===== config.mk =====
export PLATFORM = sky130hd
export DESIGN_NAME = n64_ppu_top
export DESIGN_NICKNAME = d
export VERILOG_FILES = /design/src/source/n64_ppu_pkg.sv /design/src/source/n64_vinfo.sv /design/src/source/n64_vdemux.sv /design/src/source/n64_ppu_top.sv
export VERILOG_INCLUDE_DIRS = /design/src /design/src/source
export SDC_FILE = /design/constraint.sdc
export NUM_CORES = 1
export LEC_CHECK = 0
export BUFFER_PORTS_ARGS = -buffer_cell sky130_fd_sc_hd__buf_2
export CORE_UTILIZATION = 50
export DETAILED_ROUTE_END_ITERATION = 7
export PLACE_DENSITY_LB_ADDON = 0.1
export SLEW_MARGIN = 20
export SYNTH_ARGS = -nofsm -noshare
export SYNTH_HDL_FRONTEND = slang
export SYNTH_SLANG_ARGS = --single-unit

===== constraint.sdc =====
create_clock -name N64_CLK_i -period 1.9 [get_ports N64_CLK_i]
set_input_delay 0.38 -clock N64_CLK_i [delete_from_list [all_inputs] [get_ports N64_CLK_i]]
set_output_delay 0.38 -clock N64_CLK_i [all_outputs]
set_load 0.02 [all_outputs]

===== src/source/n64_ppu_settings.svh =====
// N64 front end constants for bus widths, line thresholds and data timeouts
`ifndef N64_PPU_SETTINGS_SVH
`define N64_PPU_SETTINGS_SVH

// ========================================
// video bus widths
// ========================================

// one colour byte on the N64 bus
`define COLOR_W_I 7

// one colour after 7-to-8-bit expansion
`define COLOR_W_O 8

// sync flags occupy the low nibble of the sync byte
`define SYNC_W 4

// ========================================
// video info detection
// ========================================

// line counter width, enough for both NTSC and PAL fields
`define LINE_CNT_W 10

// more lines per field than this means PAL
`define PAL_LINE_THRESHOLD 287

// N64 clock cycles without a sync phase before data counts as lost
`define VDATA_TIMEOUT 64

// flip-flops in the configuration synchroniser
`define CFG_SYNC_STAGES 2

`endif


===== src/source/n64_ppu_pkg.sv =====
// shared colour, sync flag and video info types of the N64 front end
`include "n64_ppu_settings.svh"

package n64_ppu_pkg;

  // colour byte as it arrives on VD_i
  typedef logic [`COLOR_W_I-1:0] color_in_t;

  // colour value after expansion
  typedef logic [`COLOR_W_O-1:0] color_out_t;

  // sync flags, all active low, bit 3 down to bit 0 of the sync byte
  typedef struct packed {
    logic vsync_n;
    logic clamp_n;
    logic hsync_n;
    logic csync_n;
  } sync_t;

  // video information extracted from the sync stream
  typedef struct packed {
    logic vdata_detected;
    logic palmode;
    logic n64_480i;
  } vinfo_t;

endpackage


===== src/source/n64_vinfo.sv =====
// video info extraction: data detected, PAL mode and 480i from the N64 sync bytes
`timescale 1ns/1ps
`include "n64_ppu_settings.svh"

module n64_vinfo (
  input  logic                N64_CLK_i,
  input  logic                rst_n_i,
  input  logic                nVDSYNC_i,
  input  n64_ppu_pkg::sync_t  sync_i,
  output n64_ppu_pkg::vinfo_t vinfo_o
);

  localparam int nodata_w = $clog2(`VDATA_TIMEOUT);

  n64_ppu_pkg::sync_t  sync_prev_q;
  n64_ppu_pkg::vinfo_t vinfo_q;

  logic [`LINE_CNT_W-1:0] line_cnt_q;
  logic [nodata_w-1:0]    nodata_cnt_q;
  logic [1:0]             field_cnt_q;
  logic                   hs_at_vs_q;

  logic vs_fall_w;
  logic hs_fall_w;
  logic timeout_w;

  // ========================================
  // sync edge detection
  // ========================================

  // sync flags are only meaningful during the sync phase
  always_ff @(posedge N64_CLK_i or negedge rst_n_i) begin
    if (!rst_n_i) begin
      sync_prev_q <= '1;
    end else if (!nVDSYNC_i) begin
      sync_prev_q <= sync_i;
    end
  end

  assign vs_fall_w = !nVDSYNC_i && sync_prev_q.vsync_n && !sync_i.vsync_n;
  assign hs_fall_w = !nVDSYNC_i && sync_prev_q.hsync_n && !sync_i.hsync_n;

  // ========================================
  // no-data watchdog
  // ========================================

  // restarts on every sync phase, holds at the limit
  always_ff @(posedge N64_CLK_i or negedge rst_n_i) begin
    if (!rst_n_i) begin
      nodata_cnt_q <= '0;
    end else if (!nVDSYNC_i) begin
      nodata_cnt_q <= '0;
    end else if (nodata_cnt_q != nodata_w'(`VDATA_TIMEOUT - 1)) begin
      nodata_cnt_q <= nodata_cnt_q + 1'b1;
    end
  end

  assign timeout_w = nVDSYNC_i && (nodata_cnt_q == nodata_w'(`VDATA_TIMEOUT - 1));

  // ========================================
  // line counting and mode decision
  // ========================================

  // a line starting together with vsync belongs to the new field
  always_ff @(posedge N64_CLK_i or negedge rst_n_i) begin
    if (!rst_n_i) begin
      line_cnt_q <= '0;
    end else if (timeout_w) begin
      line_cnt_q <= '0;
    end else if (vs_fall_w) begin
      line_cnt_q <= hs_fall_w ? `LINE_CNT_W'(1) : '0;
    end else if (hs_fall_w && line_cnt_q != '1) begin
      line_cnt_q <= line_cnt_q + 1'b1;
    end
  end

  always_ff @(posedge N64_CLK_i or negedge rst_n_i) begin
    if (!rst_n_i) begin
      vinfo_q     <= '0;
      field_cnt_q <= '0;
      hs_at_vs_q  <= 1'b1;
    end else if (timeout_w) begin
      vinfo_q     <= '0;
      field_cnt_q <= '0;
    end else if (vs_fall_w) begin
      vinfo_q.palmode <= (line_cnt_q > `LINE_CNT_W'(`PAL_LINE_THRESHOLD));
      // interlaced fields alternate the hsync level at the vsync edge
      vinfo_q.n64_480i <= (sync_i.hsync_n != hs_at_vs_q);
      hs_at_vs_q       <= sync_i.hsync_n;
      if (field_cnt_q != 2'd2) begin
        field_cnt_q <= field_cnt_q + 1'b1;
      end
      // second vsync edge confirms a running video stream
      if (field_cnt_q != 2'd0) begin
        vinfo_q.vdata_detected <= 1'b1;
      end
    end
  end

  assign vinfo_o = vinfo_q;

endmodule


===== src/source/n64_vdemux.sv =====
// N64 video demux: config sync, bus phase tracking, pixel assembly and colour expansion
`timescale 1ns/1ps
`include "n64_ppu_settings.svh"

module n64_vdemux (
  input  logic                    N64_CLK_i,
  input  logic                    rst_n_i,
  input  logic                    nVDSYNC_i,
  input  n64_ppu_pkg::color_in_t  VD_i,
  input  logic                    cfg_n16bit_mode_i,
  output logic                    vdata_valid_o,
  output n64_ppu_pkg::sync_t      sync_o,
  output n64_ppu_pkg::color_out_t r_o,
  output n64_ppu_pkg::color_out_t g_o,
  output n64_ppu_pkg::color_out_t b_o
);

  logic [`CFG_SYNC_STAGES-1:0] cfg_sync_q;
  logic                        n16bit_w;

  logic [1:0] phase_q;
  logic       pix_act_q;

  n64_ppu_pkg::color_in_t vd_q;
  n64_ppu_pkg::sync_t     sync_hold_q;
  n64_ppu_pkg::color_in_t r_hold_q;
  n64_ppu_pkg::color_in_t g_hold_q;

  // 16-bit mode drops the two LSBs, then the MSB is repeated below the LSB
  function automatic n64_ppu_pkg::color_out_t expand_color(
    input n64_ppu_pkg::color_in_t c_in,
    input logic                   n16bit
  );
    n64_ppu_pkg::color_in_t c_m;
    c_m = n16bit ? c_in : {c_in[`COLOR_W_I-1:2], 2'b00};
    return {c_m, c_m[`COLOR_W_I-1]};
  endfunction

  // ========================================
  // configuration synchroniser
  // ========================================

  always_ff @(posedge N64_CLK_i or negedge rst_n_i) begin
    if (!rst_n_i) begin
      cfg_sync_q <= '1;
    end else begin
      cfg_sync_q <= {cfg_sync_q[`CFG_SYNC_STAGES-2:0], cfg_n16bit_mode_i};
    end
  end

  assign n16bit_w = cfg_sync_q[`CFG_SYNC_STAGES-1];

  // ========================================
  // bus phase tracking
  // ========================================

  // phase_q tells which byte sits in vd_q
  always_ff @(posedge N64_CLK_i or negedge rst_n_i) begin
    if (!rst_n_i) begin
      phase_q   <= 2'd0;
      pix_act_q <= 1'b0;
    end else if (!nVDSYNC_i) begin
      phase_q   <= 2'd0;
      pix_act_q <= 1'b1;
    end else if (pix_act_q) begin
      phase_q <= phase_q + 1'b1;
      if (phase_q == 2'd3) begin
        pix_act_q <= 1'b0;
      end
    end
  end

  // ========================================
  // pixel assembly
  // ========================================

  always_ff @(posedge N64_CLK_i) begin
    vd_q <= VD_i;
    if (pix_act_q) begin
      case (phase_q)
        2'd0:    sync_hold_q <= n64_ppu_pkg::sync_t'(vd_q[`SYNC_W-1:0]);
        2'd1:    r_hold_q    <= vd_q;
        2'd2:    g_hold_q    <= vd_q;
        default: ;
      endcase
    end
  end

  // blue byte completes the pixel, outputs hold until the next one
  always_ff @(posedge N64_CLK_i or negedge rst_n_i) begin
    if (!rst_n_i) begin
      vdata_valid_o <= 1'b0;
      sync_o        <= '1;
      r_o           <= '0;
      g_o           <= '0;
      b_o           <= '0;
    end else if (pix_act_q && phase_q == 2'd3) begin
      vdata_valid_o <= 1'b1;
      sync_o        <= sync_hold_q;
      r_o           <= expand_color(r_hold_q, n16bit_w);
      g_o           <= expand_color(g_hold_q, n16bit_w);
      b_o           <= expand_color(vd_q, n16bit_w);
    end else begin
      vdata_valid_o <= 1'b0;
    end
  end

endmodule


===== src/source/n64_ppu_top.sv =====
// N64 post-processing front end: video demux and video info extraction
`timescale 1ns/1ps
`include "n64_ppu_settings.svh"

module n64_ppu_top (
  input  logic                    N64_CLK_i,
  input  logic                    rst_n_i,
  input  logic                    nVDSYNC_i,
  input  n64_ppu_pkg::color_in_t  VD_i,
  input  logic                    cfg_n16bit_mode_i,
  output logic                    vdata_valid_o,
  output logic                    VSYNC_o,
  output logic                    HSYNC_o,
  output logic                    CSYNC_o,
  output n64_ppu_pkg::color_out_t R_o,
  output n64_ppu_pkg::color_out_t G_o,
  output n64_ppu_pkg::color_out_t B_o,
  output logic                    vdata_detected_o,
  output logic                    palmode_o,
  output logic                    n64_480i_o
);

  n64_ppu_pkg::sync_t  vd_sync_w;
  n64_ppu_pkg::sync_t  sync_w;
  n64_ppu_pkg::vinfo_t vinfo_w;

  // raw sync nibble, only valid while nVDSYNC_i is low
  assign vd_sync_w = n64_ppu_pkg::sync_t'(VD_i[`SYNC_W-1:0]);

  // ========================================
  // video info
  // ========================================

  n64_vinfo vinfo_u (
    .N64_CLK_i (N64_CLK_i),
    .rst_n_i   (rst_n_i),
    .nVDSYNC_i (nVDSYNC_i),
    .sync_i    (vd_sync_w),
    .vinfo_o   (vinfo_w)
  );

  assign vdata_detected_o = vinfo_w.vdata_detected;
  assign palmode_o        = vinfo_w.palmode;
  assign n64_480i_o       = vinfo_w.n64_480i;

  // ========================================
  // video demux
  // ========================================

  n64_vdemux vdemux_u (
    .N64_CLK_i         (N64_CLK_i),
    .rst_n_i           (rst_n_i),
    .nVDSYNC_i         (nVDSYNC_i),
    .VD_i              (VD_i),
    .cfg_n16bit_mode_i (cfg_n16bit_mode_i),
    .vdata_valid_o     (vdata_valid_o),
    .sync_o            (sync_w),
    .r_o               (R_o),
    .g_o               (G_o),
    .b_o               (B_o)
  );

  // clamp is consumed on the N64 side only
  assign VSYNC_o = sync_w.vsync_n;
  assign HSYNC_o = sync_w.hsync_n;
  assign CSYNC_o = sync_w.csync_n;

endmodule


==> results of run 1 <==
[worst max path at each step]
stage | endpoint | slack (ns) | depth (start not counted)
after CTS | vinfo_u.line_cnt_q[7]$_DFFE_PN0P_ | 0.01 | 4
after floorplan | vinfo_u.line_cnt_q[7]$_DFFE_PN0P_ | 0.04 | 4
after detailed placement | vinfo_u.line_cnt_q[7]$_DFFE_PN0P_ | 0.03 | 4
after global placement | vinfo_u.line_cnt_q[7]$_DFFE_PN0P_ | 0.05 | 4
after global routing | vinfo_u.line_cnt_q[0]$_DFFE_PN0P_ | 0.03 | 6
final | vinfo_u.line_cnt_q[7]$_DFFE_PN0P_ | 0.1 | 4
[layout make-up]
| cell class | count | area (sq um) | share of cell area, % |
|---|---|---|---|
| clock buffers | 12 | 145 | 3.94 |
| flip-flops and latches | 78 | 2010 | 54.7 |
| repair buffers | 51 | 293 | 7.95 |
| well taps | 75 | 93.8 | 2.55 |
| clock inverters | 4 | 95.1 | 2.58 |
| multi-input cells | 147 | 1000 | 27.3 |
| inverters | 10 | 37.5 | 1.02 |
[per-layer routing]
| layer | up-vias | track usage (%) | share of wire (%) |
|---|---|---|---|
| li1 | 953 | - | - |
| met1 | 928 | 19.9 | 46 |
| met2 | 40 | 29.4 | 47 |
| met3 | 9 | 5.34 | 4.7 |
| met4 | 0 | 9.64 | 2.1 |
| met5 | - | 0 | 0 |
[cell families (layout without fill, tap and decap cells)]
logic type	Yosys count	in the layout	share of synthesized area [%]
compound gates	35	35	7.44
xor+xnor	6	6	1.70
fa+ha+maj	8	8	3.24
buf+inv	19	77	2.67
flops	78	78	65.0
mux	24	24	8.53
simple gates	74	74	11.4
[registers in the layout, indices dropped and copies added, names as in the netlist, 3 cells and up]
name                  count
vinfo_u.nodata_cnt_q      6
vdemux_u.sync_o           3
vinfo_u.line_cnt_q       10
vdemux_u.b_o              7
vdemux_u.r_hold_q         7
vdemux_u.vd_q             7
vinfo_u.vinfo_o           3
vdemux_u.g_hold_q         7
vdemux_u.sync_hold_q      3
vdemux_u.r_o              7
vdemux_u.g_o              7
[critical path: cells and delay by family, from the launching register on]
family | cells | cell delay [ns]
flip-flops | 1 | 0.55
AND/OR/NAND/NOR | 2 | 0.79
AO/OA/AOI/OAI | 2 | 0.40
[power groups by stage]
stage | Combinational, W | Sequential (W) | Clock [W]
floorplan | 0.000555 | 0.00270 | 0
global placement | 0.00126 | 0.00238 | 0
detailed placement | 0.00130 | 0.00240 | 0
CTS | 0.00130 | 0.00236 | 0.00151
global route | 0.00140 | 0.00241 | 0.00157
finish | 0.00128 | 0.00235 | 0.00148
[layout by cell type (no fill, tap or decap), types with 9 or more instances in the layout]
cell / instances
dfrtp_1: 46
buf_2: 41
nand2_1: 27
nor2_1: 19
mux2_2: 19
edfxtp_1: 17
o21ai_0: 15
inv_1: 10
clkbuf_8: 10
nand3_1: 9
buf_4: 9
[per-stage QoR]
stage	setup slack [ns]	cell area, sq um	util, %	power (W)	hold slack (ns)
finish	0.0993	3680	61.8	0.00512	0.0105
global route	0.0280	3680	61.8	0.00538	0.0229
CTS	0.0144	3670	61.6	0.00518	0.0174
detailed placement	0.0345	3430	57.6	0.00370	0.349
global placement	0.0517	3430	57.6	0.00364	0.346
floorplan	0.0449	3090	-	0.00326	0.0844
[what timing repair did]
item	4_1_cts	5_1_grt
hold endpoints to repair	0	0
setup endpoints to repair	0	3
resized for setup	0	1
setup buffers	0	1
==> results.json, run 1 <==
{
  "drv_slew": 0,
  "track_usage_pct": 17.6,
  "synth_edf_count": 17,
  "stdcell_count": 377,
  "power_frac_comb_pct": 25.0,
  "syn_avg_cell_area_sq_um": 12.7,
  "cts.sinks": 78,
  "timing.final.crit_share_pct": 94.8,
  "cp_data_required_time_ns": 2.18,
  "gp_congestion": 0.791,
  "clock-root-buffer": "clkbuf_8",
  "port-buffer-count": 41,
  "worstSetupPathType": "register to register",
  "via_count": 1930,
  "status": "finished, final reports clean",
  "cts_max_path_buffers": 2,
  "synthCells": 244,
  "reg2reg_to": "vinfo_u.line_cnt_q[7]$_DFFE_PN0P_",
  "drt_iter0_drc": 42,
  "grt_max_degree": 55,
  "synth_common_cells": "46 x dfrtp_1, 27 x nand2_1, 19 x mux2_2, 19 x nor2_1, 17 x edfxtp_1",
  "hpwl_um": 3460,
  "synth_area_sq_um": 3090,
  "avgRoutedWirePerCell_um": 13.5,
  "overflow": 0,
  "synth_ff_type": "dfrtp_1",
  "p_sw_w": 0.00154,
  "p_leak_nw": 1.66,
  "die_x_um": 80.7,
  "cp_slowest_cell": "dfstp_2",
  "diodes": 0,
  "rows": 28,
  "place_inst": 360,
  "rr_worst_depth": 4,
  "cts_buffers": 9,
  "clk_pin_slew_ns": 0.08,
  "fillCellCount": 491,
  "vdd.ir_drop.worst_uv": 646,
  "fin_skew_ns": 0.00950,
  "die_h_um": 80.7,
  "cp_cell_sequence": "or3b_4, a41o_4, or4_4, a21oi_2",
  "wirelength_um": 5100,
  "switching_share_pct": 30.0,
  "final_hold_viol_count": 0,
  "async_flop_share_pct": 69.2,
  "worstSkewPairLatency_ns": 0.35,
  "antenna_found_initial": 0,
  "ant_nets": 0,
  "fp.dieArea_sq_um": 6510,
  "syn2layout_area_growth_pct": 19.0,
  "cp.arrival_ns": 2.08,
  "htree_levels": 3,
  "tightestPinTransition_ns": 0.478,
  "ctsHoldBuffers": 0,
  "rsz0062_at_grt": "no",
  "min_path_type": "input pin to async pin",
  "setup_violations": 0,
  "crit_start": "vinfo_u.sync_prev_q[1]$_DFFE_PN1N_",
  "cts_tree": "done",
  "io_pins": 42,
  "startpoint_type": "register",
  "ys_ff_latch": 78,
  "grt_pass1_vias": 1868,
  "period_needed_ns": 1.80,
  "synth_top_cell_area_share_pct": 37.2,
  "synth_top_area_cell": "dfrtp_1",
  "via_per_inst": 5.12,
  "nets": 316,
  "relSlewSlack_pct": 68.0,
  "max_freq_mhz": 555,
  "r2r_slack_ns": 0.1,
  "drc": 0,
  "drive_gt1_share_pct": 33.4,
  "synth_area_leaders": "dfrtp_1 37%, edfxtp_1 16%, mux2_2 6.9%",
  "syn-num-nets": 263,
  "synth_most_common_cell": "dfrtp_1",
  "endpoint_kind": "register",
  "clkPwrFrac_pct": 29.0,
  "powerDensity_nw_per_um2": 1390,
  "tns_ns": 0,
  "p_seq_share_pct": 46.0,
  "start_util_pct": 52.0,
  "ys_types": 42,
  "synth.yosys.warnings": 0,
  "path_max_fanout": 7,
  "max-cap-violations": 0,
  "core_area_sq_um": 5960,
  "rr_startpoint": "vinfo_u.sync_prev_q[1]$_DFFE_PN1N_",
  "slowest_delay_ns": 0.55,
  "cell_internal_pwr_w": 0.00358,
  "grt_pass1_wl_um": 8270,
  "dr.pass1.iters": 4,
  "yosysSeqAreaShare_pct": 65.0
}
Power figures use the tool's default switching activity.
==> run 2: changes to the inputs <==
--- a/config.mk
+++ b/config.mk
@@ -6,6 +6,7 @@
 export SDC_FILE = /design/constraint.sdc
 export NUM_CORES = 1
 export LEC_CHECK = 0
+export ABC_AREA = 1
 export BUFFER_PORTS_ARGS = -buffer_cell sky130_fd_sc_hd__buf_2
 export CORE_UTILIZATION = 50
 export DETAILED_ROUTE_END_ITERATION = 7
==> results.json, run 2 <==
{
  "post_cts_resized": 0,
  "synth_area_leaders": "dfrtp_1 36%, edfxtp_1 16%, nand2_1 14%",
  "p_seq_share_pct": 48.9,
  "synth_top_cell_area_share_pct": 35.7,
  "multiInputGateArea_sq_um": 1030,
  "final_common_cell": "nand2_1",
  "die_h_um": 82.3,
  "p_leak_nw": 1.86,
  "async_flop_share_pct": 69.2,
  "cts_tree": "done",
  "cell_internal_pwr_w": 0.00320,
  "critPathTopFamily": "simple AND/OR/NAND/NOR gates",
  "p_sw_w": 0.00158,
  "overflow": 0,
  "grt_max_degree": 55,
  "rows": 28,
  "synth_top_area_cell": "dfrtp_1",
  "die_x_um": 82.3,
  "drive_gt1_share_pct": 21.4,
  "synth_compound_area_share_pct": 4.58,
  "min_path_type": "input pin to async pin",
  "htree_levels": 3,
  "gp_congestion": 0.869,
  "cp_slowest_cell": "dfrtp_1",
  "ys_types": 31,
  "powerDensity_nw_per_um2": 1290,
  "largest_reg_flops": 10,
  "power_frac_comb_pct": 24.4,
  "syn2layout_area_growth_pct": 15.0,
  "switching_share_pct": 33.0,
  "regMostFlops": "vinfo_u.line_cnt_q",
  "max-cap-violations": 0,
  "synth.yosys.warnings": 0,
  "vdd.ir_drop.worst_uv": 712,
  "seqCellArea_sq_um": 2010,
  "synth_ff_type": "dfrtp_1",
  "cts.sinks": 78,
  "cts_max_path_buffers": 2,
  "final_hold_viol_count": 0,
  "clkPwrFrac_pct": 26.8,
  "cts_buffers": 9,
  "avgRoutedWirePerCell_um": 12.1,
  "hpwl_um": 3670,
  "startpoint_type": "register",
  "rsz0062_at_grt": "no",
  "clock-root-buffer": "clkbuf_8",
  "start_util_pct": 53.2,
  "grt_pass1_wl_um": 9400,
  "yosysSeqAreaShare_pct": 62.4,
  "tightestPinTransition_ns": 0.514,
  "nets": 393,
  "muxShareOfSynthArea_pct": 0,
  "endpoint_kind": "register",
  "drt_iter0_drc": 73,
  "grt_pass1_vias": 2096,
  "synth_common_cells": "121 x nand2_1, 46 x dfrtp_1, 30 x inv_1, 17 x edfxtp_1, 17 x nor2_1",
  "ctsHoldBuffers": 0,
  "layout_common_cells": "121 x nand2_1, 46 x dfrtp_1, 41 x buf_2",
  "io_pins": 42,
  "status": "finished, final reports clean",
  "dr.pass1.iters": 4,
  "synthSimpleGateAreaFrac_pct": 23.2,
  "synthCells": 329,
  "synth_edf_count": 17,
  "drv_slew": 0,
  "antenna_found_initial": 0,
  "fin_skew_ns": 0.00898,
  "fillCellCount": 530,
  "cp_cell_sequence": "ha_1, nand3_2, nor2_4, nand3_4, nand2_4, inv_2, nand2_1, nand2_1, nand2_1",
  "period_needed_ns": 1.51,
  "slowest_delay_ns": 0.39,
  "core_area_sq_um": 6060,
  "fp.dieArea_sq_um": 6770,
  "cp_data_required_time_ns": 2.18,
  "synth_most_common_cell": "nand2_1",
  "synth_area_sq_um": 3220,
  "synth_top_family_by_area": "simple AND/OR/NAND/NOR gates",
  "diodes": 0,
  "max_freq_mhz": 662,
  "synthAdderAreaFrac_pct": 3.11,
  "via_count": 2134,
  "worstSkewPairLatency_ns": 0.35,
  "worst-path-buf-inv": 1,
  "timing.hold.ws_ns": 0.0202,
  "ant_nets": 0,
  "port-buffer-count": 41,
  "wirelength_um": 5480,
  "track_usage_pct": 19.0,
  "syn_avg_cell_area_sq_um": 9.79,
  "synth_xor_area_share_pct": 1.09,
  "drc": 0,
  "via_per_inst": 4.70,
  "setup_violations": 0,
  "tns_ns": 0,
  "relSlewSlack_pct": 65.5,
  "timing.final.crit_share_pct": 79.6,
  "postCtsSetupRepairBufs": 0,
  "cpMostUsedCell": "nand2_1",
  "path_max_fanout": 7,
  "cp.arrival_ns": 1.79,
  "worstSetupPathType": "register to register",
  "syn-num-nets": 348,
  "clk_pin_slew_ns": 0.08,
  "ys_ff_latch": 78
}
==> run 2: worst paths after layout <==
| kind | startpoint | end | cells past startpoint | slack (ns) |
|---|---|---|---|---|
| min reg2reg | vdemux_u.cfg_sync_q[0]$_DFF_PN1_ | vdemux_u.cfg_sync_q[1]$_DFF_PN1_ | 0 | 0.36 |
| max reg2reg | vinfo_u.nodata_cnt_q[0]$_DFFE_PN0P_ | vinfo_u.line_cnt_q[0]$_DFFE_PN0P_ | 9 | 0.39 |
| min | rst_n_i | vdemux_u.b_o[0]$_DFFE_PN0P_ | 2 | 0.02 |
| max in group asynchronous | rst_n_i | vinfo_u.sync_prev_q[1]$_DFFE_PN1N_ | 2 | 1.59 |
| max | vinfo_u.nodata_cnt_q[0]$_DFFE_PN0P_ | vinfo_u.line_cnt_q[0]$_DFFE_PN0P_ | 9 | 0.39 |
| min in group N64_CLK_i | VD_i[6] | vdemux_u.vd_q[6]$_DFF_P_ | 1 | 0.13 |
==> run 2: routing by layer <==
metal	vias to the layer above	wire [um]	track usage, %	share of wire [%]
met3	10	229	5.93	4.2
met2	38	2550	29.6	46
met4	0	106	8.60	1.9
met1	961	2590	24.3	47
met5	-	0	0	0
li1	1125	-	-	-
==> run 2: stage by stage <==
stage | area [sq um] | utilization, % | setup WS (ns) | total power (W) | std cells
6_report | 3700 | 61.1 | 0.388 | 0.00477 | 454
5_1_grt | 3700 | 61.1 | 0.184 | 0.00509 | 454
3_5_place_dp | 3500 | 57.7 | 0.357 | 0.00355 | 438
2_1_floorplan | 3220 | - | 0.595 | 0.00315 | 329
4_1_cts | 3700 | 61.1 | 0.347 | 0.00482 | 454
3_3_place_gp | 3500 | 57.7 | 0.357 | 0.00352 | 438
==> run 2: power by group through the flow <==
stage | Sequential (W) | Combinational [W] | Clock, W
floorplan | 0.00267 | 0.000487 | 0
global placement | 0.00236 | 0.00116 | 0
detailed placement | 0.00237 | 0.00118 | 0
CTS | 0.00233 | 0.00118 | 0.00131
global route | 0.00240 | 0.00133 | 0.00137
finish | 0.00233 | 0.00116 | 0.00128
==> run 2: worst register-to-register path, stage by stage (launching register included) <==
cell and delay, ns:
dfrtp_1 0.39, ha_1 0.22, nand3_2 0.13, nor2_4 0.16, nand3_4 0.14, nand2_4 0.13
inv_2 0.08, nand2_1 0.10, nand2_1 0.05, nand2_1 0.06
==> run 2: final cells by class <==
cell class / count / share of cell area, %
clock buffers: 11 / 4.09
clock inverters: 5 / 1.52
inverters: 34 / 3.44
multi-input cells: 208 / 27.8
flip-flops and latches: 78 / 54.3
well taps: 75 / 2.53
repair buffers: 43 / 6.28
==> run 2: logic make-up (layout without fill, tap and decap cells) <==
kind of cell	Yosys count	after routing
buf+inv	43	93
xor+xnor	4	4
compound gates	29	29
fa+ha+maj	8	8
flops	78	78
simple gates	167	167
